**config.mk**
```make
export PLATFORM = sky130hd
export DESIGN_NAME = bimodal_table
export DESIGN_NICKNAME = d
export VERILOG_FILES = /design/src/common/bpu_pkg.sv /design/src/predictor/bimodal_table.sv
export SDC_FILE = /design/constraint.sdc
export NUM_CORES = 2
export LEC_CHECK = 0
export ABC_AREA = 1
export BUFFER_PORTS_ARGS = -buffer_cell sky130_fd_sc_hd__buf_2
export CORE_MARGIN = 2
export CORE_UTILIZATION = 35
export CTS_CLUSTER_SIZE = 12
export DETAILED_ROUTE_END_ITERATION = 8
export HOLD_SLACK_MARGIN = 0.1
export PLACE_DENSITY_LB_ADDON = 0.1
export SLEW_MARGIN = 0
export SYNTH_ARGS = -nofsm -noshare
export SYNTH_HDL_FRONTEND = slang
export SYNTH_SLANG_ARGS = --single-unit
```
**constraint.sdc**
```tcl
create_clock -name clk -period 35.5 [get_ports clk]
set_input_delay 7.1 -clock clk [delete_from_list [all_inputs] [get_ports clk]]
set_output_delay 7.1 -clock clk [all_outputs]
set_load 0.05 [all_outputs]
```
**src/common/bpu_pkg.sv**
```systemverilog
package bpu_pkg;

    // address and instruction width
    localparam int xlen = 32;

    // control transfer opcodes, rv32i
    localparam logic [6:0] opc_branch = 7'b1100011;
    localparam logic [6:0] opc_jal    = 7'b1101111;
    localparam logic [6:0] opc_jalr   = 7'b1100111;

    // 2-bit saturating direction counter
    typedef logic [1:0] ctr_t;

    localparam ctr_t ctr_weak_nt = 2'b01;  // reset state, weakly not taken

    // one fetched word, read either as a B-type or as a J-type layout
    typedef union packed {
        struct packed {
            logic [6:0] imm_hi;   // imm[12], imm[10:5]
            logic [4:0] rs2;
            logic [4:0] rs1;
            logic [2:0] funct3;
            logic [4:0] imm_lo;   // imm[4:1], imm[11]
            logic [6:0] opcode;
        } b;
        struct packed {
            logic [19:0] imm;     // imm[20], imm[10:1], imm[11], imm[19:12]
            logic [4:0]  rd;
            logic [6:0]  opcode;
        } j;
    } inst_u;

endpackage

```
**src/predictor/bimodal_table.sv**
```systemverilog
module bimodal_table #(
    parameter int bht_entries = 512
) (
    input  logic                     clk,
    input  logic                     rst,
    input  logic [bpu_pkg::xlen-1:0] if_pc_i,
    output logic                     taken_pred_o,
    input  logic                     upd_valid_i,
    input  logic                     upd_taken_i,
    input  logic [bpu_pkg::xlen-1:0] upd_pc_i
);
    import bpu_pkg::*;

    localparam int idx_w = $clog2(bht_entries);
    localparam ctr_t ctr_max = 2'b11;
    localparam ctr_t ctr_min = 2'b00;

    ctr_t             ctr_q [bht_entries];
    logic [idx_w-1:0] rd_idx;
    logic [idx_w-1:0] wr_idx;
    ctr_t             wr_old;

    // halfword aligned index, pc[9:1] for 512 entries
    assign rd_idx = if_pc_i[idx_w:1];
    assign wr_idx = upd_pc_i[idx_w:1];

    // msb of the counter is the direction
    assign taken_pred_o = ctr_q[rd_idx][1];

    assign wr_old = ctr_q[wr_idx];

    always_ff @(posedge clk or posedge rst) begin
        if (rst) begin
            for (int i = 0; i < bht_entries; i++) begin
                ctr_q[i] <= ctr_weak_nt;
            end
        end else if (upd_valid_i) begin
            if (upd_taken_i) begin
                if (wr_old != ctr_max) begin
                    ctr_q[wr_idx] <= wr_old + 2'b01;  // step toward taken
                end
            end else begin
                if (wr_old != ctr_min) begin
                    ctr_q[wr_idx] <= wr_old - 2'b01;
                end
            end
        end
    end

endmodule

```
; Word-level counts from Yosys, hierarchy flattened
; Cells that the tools add are included.
[word_totals]
n_memories = 0
output_inout_bits = 1
regBits = 1024
ram_bits = 0
romBits = 0
latch_bits = 0
[classes]
add_sub_neg = 2
n_lt_le_gt_ge = 3
n_mux = 13
multipliers = 0
shifts = 0
n_eq_ne = 2
n_div = 0
reduce_logical = 4
n_bitwise = 2
[op_table]
columns = cell, n
row1 = two-way mux 1024 bit, 3
row2 = bitwise mux 1024 bit, 2
row3 = binary-select mux 2 bit (select 9 bit), 2
row4 = >= comparator 10 bit (second input constant), 2
row5 = inverter 9 -> 10 bit, 2
row6 = demux 2 bit (select 9 bit), 1
row7 = < comparator 10 x 1 -> 1 bit (second input constant), 1
row8 = two-way mux 2 bit, 5
row9 = nonzero test 2 bit, 2
row10 = AND reduction 3 bit, 1
row11 = adder 2 x 1 -> 2 bit (second input constant), 1
row12 = != test 2 x 1 -> 1 bit (second input constant), 1
row13 = != test 2 bit (second input constant), 1
row14 = subtractor 2 x 1 -> 2 bit (second input constant), 1
row15 = logical AND 1 bit, 1

; Depth between registers and ports, before layout
[logic_depth]
depth_word = 8
mapped_depth = 34
depth_no_buf = 29

; Worst setup path before layout
; Ideal clock, no wire load.
[synth_path]
path_type = input-to-output
startpoint = input if_pc_i[1] in the netlist's numbering
endpoint = output taken_pred_o
required_time_ns = 28.400
t_arrival_ns = 8.865
path_stages = 16
path_buffers = 3
path_slack_ns = 19.535
path_cell_list = clkbuf_1 -> inv_1 -> clkbuf_1 -> clkbuf_1 -> nand2_1 -> nand3_1 -> nand3_1 -> nand3_1 -> nand3_1 -> nand3_1 -> nand2_1 -> nand2_1 -> nand3_1 -> nand2_1 -> nand2_1 -> nand2_1
[synth_via]
elab_chain_cells = 4
[synth_rtl]
columns = item, line_no
row1 = start: declaration, bimodal_table.sv:6  ; input logic [bpu_pkg::xlen-1:0] if_pc_i,
row2 = inverter 9 -> 10 bit (not written as such), bimodal_table.sv:28  ; assign taken_pred_o = ctr_q[rd_idx][1];
row3 = binary-select mux 2 bit (select 9 bit), bimodal_table.sv:28
row4 = two-way mux 2 bit (not written as such) (2 in a row), bimodal_table.sv:28
row5 = end: declaration, bimodal_table.sv:7  ; output logic taken_pred_o,
; No other way between the ends. The select of a mux whose other input is x is not followed.

; Worst setup path in the final report
[layout_path]
startpoint = input if_pc_i[2] in the netlist's numbering
endpoint = output taken_pred_o
; The elaborated chain is that of the path after synthesis.

==> flow_summary.yaml <==
grt:
  grt_max_degree: 200
  grt-ovfl-total: 0
  grt_pass1_wl_mm: 393.2
  grt_pass1_vias: 57210
  grt_use_total: 0.3047
  grt_antenna_before_repair: 14
sta:
  slew_headroom: 0.1794
  fin_worst_skew_ps: 34.15
  tightest_slew_ps: 1231
  tns_ps: 0
  fin_crit_ps: 18330
  finalSetupViolations: 0
  drv_slew: 0
  rsz0062_at_grt: "no"
  min_period_over_period: 0.5164
  fin_ws_ps: 17170
  max_clock_freq_ghz: 0.05455
  finalHoldViolCount: 0
worst_setup_path:
  crit_fanout: 62
  r2r-end: "ctr_q[237]"
  crit_type: "primary input to output port"
  reg2reg_depth: 17
  critPathRequiredTime_ps: 28400
  r2r_slack_ps: 28060
  r2r-start: "ctr_q[513]"
  arrival_ps: 11230
  worst_setup_path_end_kind: "output port"
  cp-start-kind: "primary input"
power:
  p_int_uw: 2066
  comb_power_share: 0.101
  clock_power_share: 0.474
  cellPowerDensity_nw_per_um2: 44.36
  switching_share: 0.2866
  peakVddDrop_v: 0.00004461
  p_switching_uw: 830.1
  p_seq_frac: 0.425
  cellLeakagePower_uw: 0.03235
drt:
  drtIter0Drc: 6789
  routedWlPerCell_um: 25.53
  ant_nets: 0
  drt_wl_total_mm: 268.4
  vias_per_cell: 5.710
  vias: 60010
  dr.pass1.iters: 7
  drc: 0
synth:
  ys_seq_area_frac: 0.4441
  avgSynthCellArea_um2: 6.915
  synth_top_cell_by_area: "dfstp_2"
  yosysTopAreaCellShare: 0.2274
  syn_inst: 8553
  synth_flop_cell: "dfstp_2"
  yosys.cell_types.count: 26
  synth_nets: 8623
  ys_ff_latch: 1024
  synth-async-reset-ratio: 1.000
  synth_edf_count: 0
  synth_area_leaders: "dfstp_2, nand2_1, dfrtp_1"
  ys_warn_count: 0
  synthesis.area_um2: 59150
die:
  core-area_um2: 167600
  die_y_um: 415.1
  start_util: 0.3529
  rows: 150
  fp.dieW_um: 415.1
  io_pins: 69
  die-area_um2: 172300
status:
  status: "completed"
placed_design:
  placedCellCount: 10270
  gp_congestion: 0.8529
  dp_hpwl_mm: 141.4
  place_ws_ps: 17280
  io_buffer_count: 22
  placed_area_um2: 60940
cts:
  cts_setup_buffers: 0
  cts_tree: "done"
  cts_hold_buf: 0
  cts.sinks: 1024
  cts_resized: 0
  clockRootBuffer: "clkbuf_16"
  cts.htree.levels: 4
  cts.path.max_buffers: 3
  clk-insertion-delay-late_ps: 810
  clk_pin_slew_ps: 50
  numCtsBuffers: 132
min_path:
  holdCritPathClass: "register to register"
  worst_hold_path.num_cells: 2
cells_and_area:
  area_growth_pct: 10.37
  nNetsFinal: 8267
  drive_gt1_frac: 0.1176
  final_area_um2: 65280
  fillerInstances: 17590
  final_cells: 10510
job:
  maxCapViolations: 0
cells in the final DEF (no fill, tap or decap), drive strengths merged, types with 114 or more instances in the layout:
master,count
clkbuf,211
o31ai,278
a31oi,174
dfstp,512
nor2,203
a21oi,201
nand3,1503
dfrtp,512
buf,191
nand4,114
inv,603
nand2,3570
o21ai,122
worst max-delay path: stages:
cell	delay, ps
buf_6	230
inv_6	640
buf_4	640
buf_4	650
nand3_1	160
nand3_1	130
nand3_1	140
nand3_1	140
nand3_1	230
nand2_1	330
nand2_1	90
nand3_1	70
nand2_1	190
nand2_1	110
nand2_1	50
buf_2	200
how the worst max path moves through the flow:
stage	start	endpoint	slack, ps	depth (start not counted)
after floorplan	rst	ctr_q[1001]	430	1
after global placement	if_pc_i[2]	taken_pred_o	17280	16
after detailed placement	if_pc_i[2]	taken_pred_o	17280	16
after CTS	if_pc_i[2]	taken_pred_o	17270	16
after global routing	if_pc_i[2]	taken_pred_o	17210	16
final	if_pc_i[2]	taken_pred_o	17170	16
synthesized netlist by cell type (all sizes together), types with 114 or more instances:
cell type  count
nand4        114
nand2       3570
dfrtp        512
nor2         203
nand3       1503
buf          247
o31ai        278
o21ai        122
dfstp        512
a31oi        174
clkbuf       435
inv          595
a21oi        201
logic make-up (layout without fill, tap and decap cells):
kind of cell             count (synthesis)  count (layout)  synth area share
AND/OR/NAND/NOR                       5396            5396            0.3795
buffers and inverters                 1279            1032           0.08517
flip-flops                            1024            1024            0.4441
AO/OA/AOI/OAI                          851             851           0.09067
adder cells (fa/ha/maj)                  2               2         0.0004230
XOR/XNOR                                 1               1         0.0001481
other                                    0               1                 0
per-layer routing:
metal	part of all wire	track usage
met5	0.00010	0
met3	0.084	0.05073
met1	0.43	0.4108
met2	0.45	0.4872
met4	0.042	0.1188
stage by stage:
| stage | total power, uW | hold slack [ps] | utilization |
|---|---|---|---|
| 3_5_place_dp | 1537 | 456.5 | 0.3636 |
| 5_1_grt | 2982 | 471.9 | 0.3895 |
| 6_report | 2896 | 464.2 | 0.3895 |
| 3_3_place_gp | 1535 | 452.7 | 0.3636 |
| 4_1_cts | 2913 | 466.7 | 0.3895 |
| 2_1_floorplan | 1409 | 446.5 | - |
power groups by stage:
stage | clock (uW) | sequential [uW] | combinational [uW]
after floorplan | 0 | 1240 | 166
after global placement | 0 | 1250 | 286
after detailed placement | 0 | 1250 | 288
after CTS | 1390 | 1230 | 288
after global routing | 1440 | 1230 | 308
final | 1370 | 1230 | 293
area by class of cell:
cell class | instances | area [um^2] | area share
Antenna cell | 1 | 2.502 | 0.00003833
Clock buffer | 210 | 4003 | 0.06132
Clock inverter | 33 | 332.8 | 0.005098
Inverter | 597 | 2286 | 0.03502
Multi-Input combinational cell | 6250 | 28130 | 0.4309
Sequential cell | 1024 | 26270 | 0.4024
Tap cell | 2204 | 2758 | 0.04224
Timing Repair Buffer | 192 | 1504 | 0.02304
Power figures use the tool's default switching activity.
