==> src/common/bpu_pkg.sv <==
package bpu_pkg;

    // address and instruction width
    localparam int xlen = 32;

    // control transfer opcodes, rv32i
    localparam logic [6:0] opc_branch = 7'b1100011;
    localparam logic [6:0] opc_jal    = 7'b1101111;
    localparam logic [6:0] opc_jalr   = 7'b1100111;

    // 2-bit saturating direction counter
    typedef logic [1:0] ctr_t;

    localparam ctr_t ctr_weak_nt = 2'b01;  // reset state, weakly not taken

    // one fetched word, read either as a B-type or as a J-type layout
    typedef union packed {
        struct packed {
            logic [6:0] imm_hi;   // imm[12], imm[10:5]
            logic [4:0] rs2;
            logic [4:0] rs1;
            logic [2:0] funct3;
            logic [4:0] imm_lo;   // imm[4:1], imm[11]
            logic [6:0] opcode;
        } b;
        struct packed {
            logic [19:0] imm;     // imm[20], imm[10:1], imm[11], imm[19:12]
            logic [4:0]  rd;
            logic [6:0]  opcode;
        } j;
    } inst_u;

endpackage

==> src/logic/pred_select.sv <==
module pred_select (
    input  logic [bpu_pkg::xlen-1:0] if_pc_i,
    input  logic                     is_ctrl_i,
    input  logic                     is_branch_i,
    input  logic                     is_jal_i,
    input  logic                     taken_pred_i,
    input  logic                     btb_hit_i,
    input  logic [bpu_pkg::xlen-1:0] br_offset_i,
    input  logic [bpu_pkg::xlen-1:0] jal_offset_i,
    input  logic [bpu_pkg::xlen-1:0] btb_target_i,
    output logic                     branch_or_not_o,
    output logic                     pdt_res_o,
    output logic [bpu_pkg::xlen-1:0] pdt_pc_o
);
    import bpu_pkg::*;

    logic [xlen-1:0] pc_plus4;
    logic [xlen-1:0] br_target;
    logic [xlen-1:0] jal_target;

    assign pc_plus4   = if_pc_i + xlen'(4);
    assign br_target  = if_pc_i + br_offset_i;
    assign jal_target = if_pc_i + jal_offset_i;

    always_comb begin
        branch_or_not_o = 1'b0;
        pdt_res_o       = 1'b0;
        pdt_pc_o        = pc_plus4;  // fall through
        if (is_jal_i) begin
            branch_or_not_o = 1'b1;
            pdt_res_o       = 1'b1;  // jal is always taken
            pdt_pc_o        = btb_hit_i ? btb_target_i : jal_target;
        end else if (is_ctrl_i) begin
            // conditional branch or jalr, direction from the counter
            branch_or_not_o = 1'b1;
            pdt_res_o       = taken_pred_i;
            if (taken_pred_i) begin
                if (btb_hit_i) begin
                    pdt_pc_o = btb_target_i;
                end else if (is_branch_i) begin
                    pdt_pc_o = br_target;
                end
                // jalr miss keeps pc+4, register target unknown here
            end
        end
    end

endmodule

==> config.mk <==
export PLATFORM = sky130hd
export DESIGN_NAME = pred_select
export DESIGN_NICKNAME = d
export VERILOG_FILES = /design/src/common/bpu_pkg.sv /design/src/logic/pred_select.sv
export SDC_FILE = /design/constraint.sdc
export NUM_CORES = 1
export LEC_CHECK = 0
export BUFFER_PORTS_ARGS = -buffer_cell sky130_fd_sc_hd__buf_2
export CAP_MARGIN = 25
export CORE_ASPECT_RATIO = 1.75
export CORE_MARGIN = 2
export CORE_UTILIZATION = 40
export DETAILED_ROUTE_END_ITERATION = 10
export PLACE_DENSITY_LB_ADDON = 0.15
export SLEW_MARGIN = 20
export SYNTH_ARGS = -nofsm -noshare
export SYNTH_HDL_FRONTEND = slang
export SYNTH_SLANG_ARGS = --single-unit
export TNS_END_PERCENT = 30
==> constraint.sdc <==
create_clock -name vclk -period 2.94
set_clock_uncertainty 0.2 [all_clocks]
set_input_delay 0.294 -clock vclk [all_inputs]
set_output_delay 0.294 -clock vclk [all_outputs]
set_load 0.005 [all_outputs]
# Word-level counts from Yosys, hierarchy flattened
# Index checks and enable logic that the tools add are counted.
# word_totals
register_bits,0
out_inout_bits,34
# op_classes
addsub,3
n_mux,10
# ops
cell,n
two-way mux 32 bit,6
adder 32 bit,2
adder 32 x 3 -> 32 bit (second input constant),1
two-way mux 1 bit,4

# Depth between registers and ports, before layout
# depth
word_depth,6
ltp_mapped,12
mapped_depth_nobuf,12

# Worst setup path before layout
# OpenSTA, ideal clock, no wires.
# synth_path
path_type,input -> output
start,in if_pc_i[0] (netlist name)
end,out pdt_pc_o[26] (netlist name)
cell_stages,11
arrival_time_ns,2.583
t_required_ns,2.446
path_buffers,0
path_slack_ns,-0.137
cell_sequence,ha_1 fa_1 a211oi_2 o21ai_2 nand4_1 a21oi_1 a311oi_1 a31oi_1 xnor2_1 a221oi_1 a2bb2oi_1
# synth_via
elab_chain_len,6
# synth_lines
item,line_no,source
start: declaration,pred_select.sv:2,"input logic [bpu_pkg::xlen-1:0] if_pc_i,"
adder 32 x 3 -> 32 bit or adder 32 bit (tied branches),"pred_select.sv:21, pred_select.sv:22",
two-way mux 32 bit,pred_select.sv:40,end else if (is_branch_i) begin
two-way mux 32 bit,pred_select.sv:38,if (btb_hit_i) begin
two-way mux 32 bit,pred_select.sv:37,if (taken_pred_i) begin
two-way mux 32 bit,pred_select.sv:33,end else if (is_ctrl_i) begin
two-way mux 32 bit (*),pred_select.sv:29,if (is_jal_i) begin
end: declaration,pred_select.sv:13,output logic [bpu_pkg::xlen-1:0] pdt_pc_o
# Every way passes the cells marked *; elsewhere a longest branch is shown, timed or not.

# Final worst setup path
# layout_path
start,in if_pc_i[1] (netlist name)
end,out pdt_pc_o[28] (netlist name)
# The elaborated chain is that of the path after synthesis.

==> metrics.json <==
{
  "route.vias.total": 7617,
  "final-seq-area_sq_um": 0,
  "slowest_stage": "fa_2",
  "path_depth": 13,
  "dominant_combinational_cell_family_by_area_after_synthesis": "compound AO/OA/AOI/OAI gates",
  "synth_commonest_cells": "a21oi_1, nor2_1, nand2_1, ha_1, o21ai_0",
  "synth_simple_gate_area_share_pct": 25.0,
  "synth-warning-count": 0,
  "worst-slew-pin-transition_ns": 0.903,
  "synth.largest_area_cell": "ha_1",
  "timing.final.setup_violations": 21,
  "layout-area-overhead-vs-synth_pct": 73.6,
  "placeableCoreArea_sq_mm": 0.0124,
  "drc": 0,
  "wl_mm": 25.0,
  "synthesis.area_per_instance_sq_um": 6.65,
  "share_of_the_yosys_chip_area_belonging_to_registers_pct": 0,
  "hold_class": "in2out",
  "largest_net_degree_at_the_start_of_global_routing": 37,
  "final.period_utilization_pct": 114,
  "cap_violations": 0,
  "sequential_cell_total": 0,
  "cts_hold_repair.buffers": 0,
  "grt_first_pass_wirelength_mm": 36.6,
  "post-synth-top-count-cell": "a21oi_1",
  "final_antenna_net_count": 0,
  "report.final.slew_viol_count": 0,
  "syn-num-nets": 951,
  "dieWidth_microns": 88.6,
  "synthCells": 753,
  "timing.final.crit_period_ns": 3.36,
  "p_leak_nw": 3.97,
  "outcome": "complete, but fails checks",
  "hold_violations": 0,
  "rsz0062_at_grt": "true",
  "data_required_time_at_the_worst_endpoint_ns": 2.45,
  "avgViaCountPerCell": 5.96,
  "timing.hold.worst_path_depth": 3,
  "synth.mux.area_fraction_pct": 1.47,
  "critical_path.most_common_cell": "a21oi_2",
  "number_of_antenna_violations_at_the_first_check_in_global_routing": 0,
  "track_usage_pct": 33.9,
  "path_buf_inv": 3,
  "floorplan.die.height_microns": 152,
  "critical_path_peak_fanout": 4,
  "post-synth-top-area-fraction_pct": 15.7,
  "dp.final_hpwl_mm": 19.3,
  "cp_cell_sequence": "buf_8 -> buf_6 -> fa_2 -> a211oi_4 -> o21ai_2 -> nand4_1 -> a21oi_2 -> a311oi_2 -> a311o_1 -> a21oi_2 -> xnor2_1 -> a211oi_1 -> buf_2",
  "globalplace.congestion": 0.989,
  "failed_checks": "setup timing",
  "ir_worst_vdd_mv": 0.111,
  "utilization_pct": 70.4,
  "via_count_of_the_first_global_routing_pass": 7559,
  "clock_buffers": 0,
  "start_kind": "primary input",
  "post_synth_fa_ha_maj_area_fraction_pct": 16.5,
  "yosys.cell_types.count": 73,
  "p_per_area_mw_per_mm2": 216,
  "cp-endpoint": "pdt_pc_o[28]",
  "gr-total-overflow": 0,
  "design.die.area_sq_mm": 0.0135,
  "dp.cells": 1256,
  "leading_post_synthesis_cells_by_cell_area": "ha_1, a21oi_1, xnor2_1",
  "capturing_element_type_of_the_critical_path": "output port",
  "synth_compound_area_share_pct": 41.2,
  "antennaDiodeCount": 0,
  "drt_pre_antenna_iters": 7,
  "critical_path_source": "if_pc_i[1]",
  "worst-setup-path-type": "in2out",
  "worst-endpoint-arrival_ns": 2.86,
  "worst_path_largest_cell_delay_ns": 0.42,
  "first_iter_violations": 440,
  "pin_count": 167,
  "timing.critical_path.max_delay_family": "compound AO/OA/AOI/OAI gates",
  "parity_gate_share_of_the_synthesized_area_counting_xor_and_xnor_cells_pct": 12.8,
  "timing.slew.headroom_pct": 39.6,
  "detail_route.wl_per_cell_microns": 19.6,
  "fin_ws_ns": -0.416,
  "final_cells": 1279,
  "post_route_cells_drive_above_1_share_pct": 47.7,
  "port_buffers": 167,
  "finalNetCount": 1311,
  "std_cell_rows": 54,
  "initial_utilization_pct": 40.5,
  "max_clock_freq_mhz": 298,
  "netlist_area_sq_mm": 0.00501
}
cell type report:
cell class | count | area [sq um]
multi-input cells | 714 | 5840
fillers | 1066 | 3670
repair buffers | 382 | 2590
well taps | 168 | 210
inverters | 15 | 56.3
repair_timing:
| action | in CTS | in global routing |
|---|---|---|
| pin swaps | 58 | 54 |
| setup buffers | 15 | 11 |
| gates resized for setup | 103 | 112 |
| endpoints found under the setup margin | 25 | 26 |
kinds of logic (layout without fill, tap and decap cells):
group	Yosys count	count (layout)
fa+ha+maj	65	65
compound gates	309	309
xor+xnor	73	73
mux	7	7
buf+inv	39	397
simple gates	260	260
metal layers:
metal / vias up / track usage (%) / share of wire (%)
met4: 0 / 23.2 / 8.2
met2: 391 / 61.3 / 52
met5: - / 0 / 0
met1: 3517 / 35.2 / 34
met3: 132 / 2.99 / 5.6
li1: 3577 / - / -
cell usage in the layout, fill, tap and decap left out, drive strengths merged, types with 3 or more instances in the layout:
cell type	netlist	routed
o221ai	3	3
a211o	4	4
and4	6	6
a31oi	18	18
o31ai	3	3
a22oi	3	3
nor4	4	4
nor3	13	13
and3	15	15
a211oi	20	20
ha	63	63
mux2i	4	4
o22ai	10	10
o21bai	5	5
and2	7	7
nand2b	7	7
o22a	3	3
a2111oi	4	4
or3	5	5
o211ai	6	6
o21ai	58	58
a21o	34	34
nand2	77	77
buf	8	381
mux2	3	3
nor2b	6	6
nand4	13	13
inv	14	14
a21oi	92	92
a21boi	4	4
xnor2	40	40
nor2	79	79
a2bb2oi	4	4
o21a	12	12
nand3	23	23
xor2	33	33
a221oi	6	6
a311oi	4	4
stage by stage:
| stage | total power [mW] | hold WS [ns] | cell area [sq um] | TNS, ns | setup WS [ns] |
|---|---|---|---|---|---|
| floorplan | 0.821 | 0.476 | 5020 | 0 | 0.00586 |
| global placement | 1.51 | 0.693 | 7410 | -8.96 | -0.628 |
| detailed placement | 1.51 | 0.700 | 7410 | -9.14 | -0.630 |
| CTS | 1.67 | 0.700 | 8040 | -4.72 | -0.388 |
| global route | 2.02 | 0.731 | 8700 | -7.46 | -0.533 |
| finish | 1.88 | 0.700 | 8700 | -5.06 | -0.416 |
where the power goes:
group	switching (mW)	total, mW	leakage, nW	internal [mW]
combinational	0.960	1.88	3.97	0.921
clock	0	0	0	0
sequential	0	0	0	0
total	0.960	1.88	3.97	0.921
how the worst min path moves through the flow:
| stage | from | endpoint | slack (ns) |
|---|---|---|---|
| 3_3_place_gp | is_ctrl_i | branch_or_not_o | 0.69 |
| 6_report | is_ctrl_i | branch_or_not_o | 0.70 |
| 3_5_place_dp | is_ctrl_i | branch_or_not_o | 0.70 |
| 4_1_cts | is_ctrl_i | branch_or_not_o | 0.70 |
| 5_1_grt | btb_target_i[14] | pdt_pc_o[14] | 0.73 |
| 2_1_floorplan | is_ctrl_i | branch_or_not_o | 0.48 |
No activity file was read; power rests on OpenSTA's default activity.
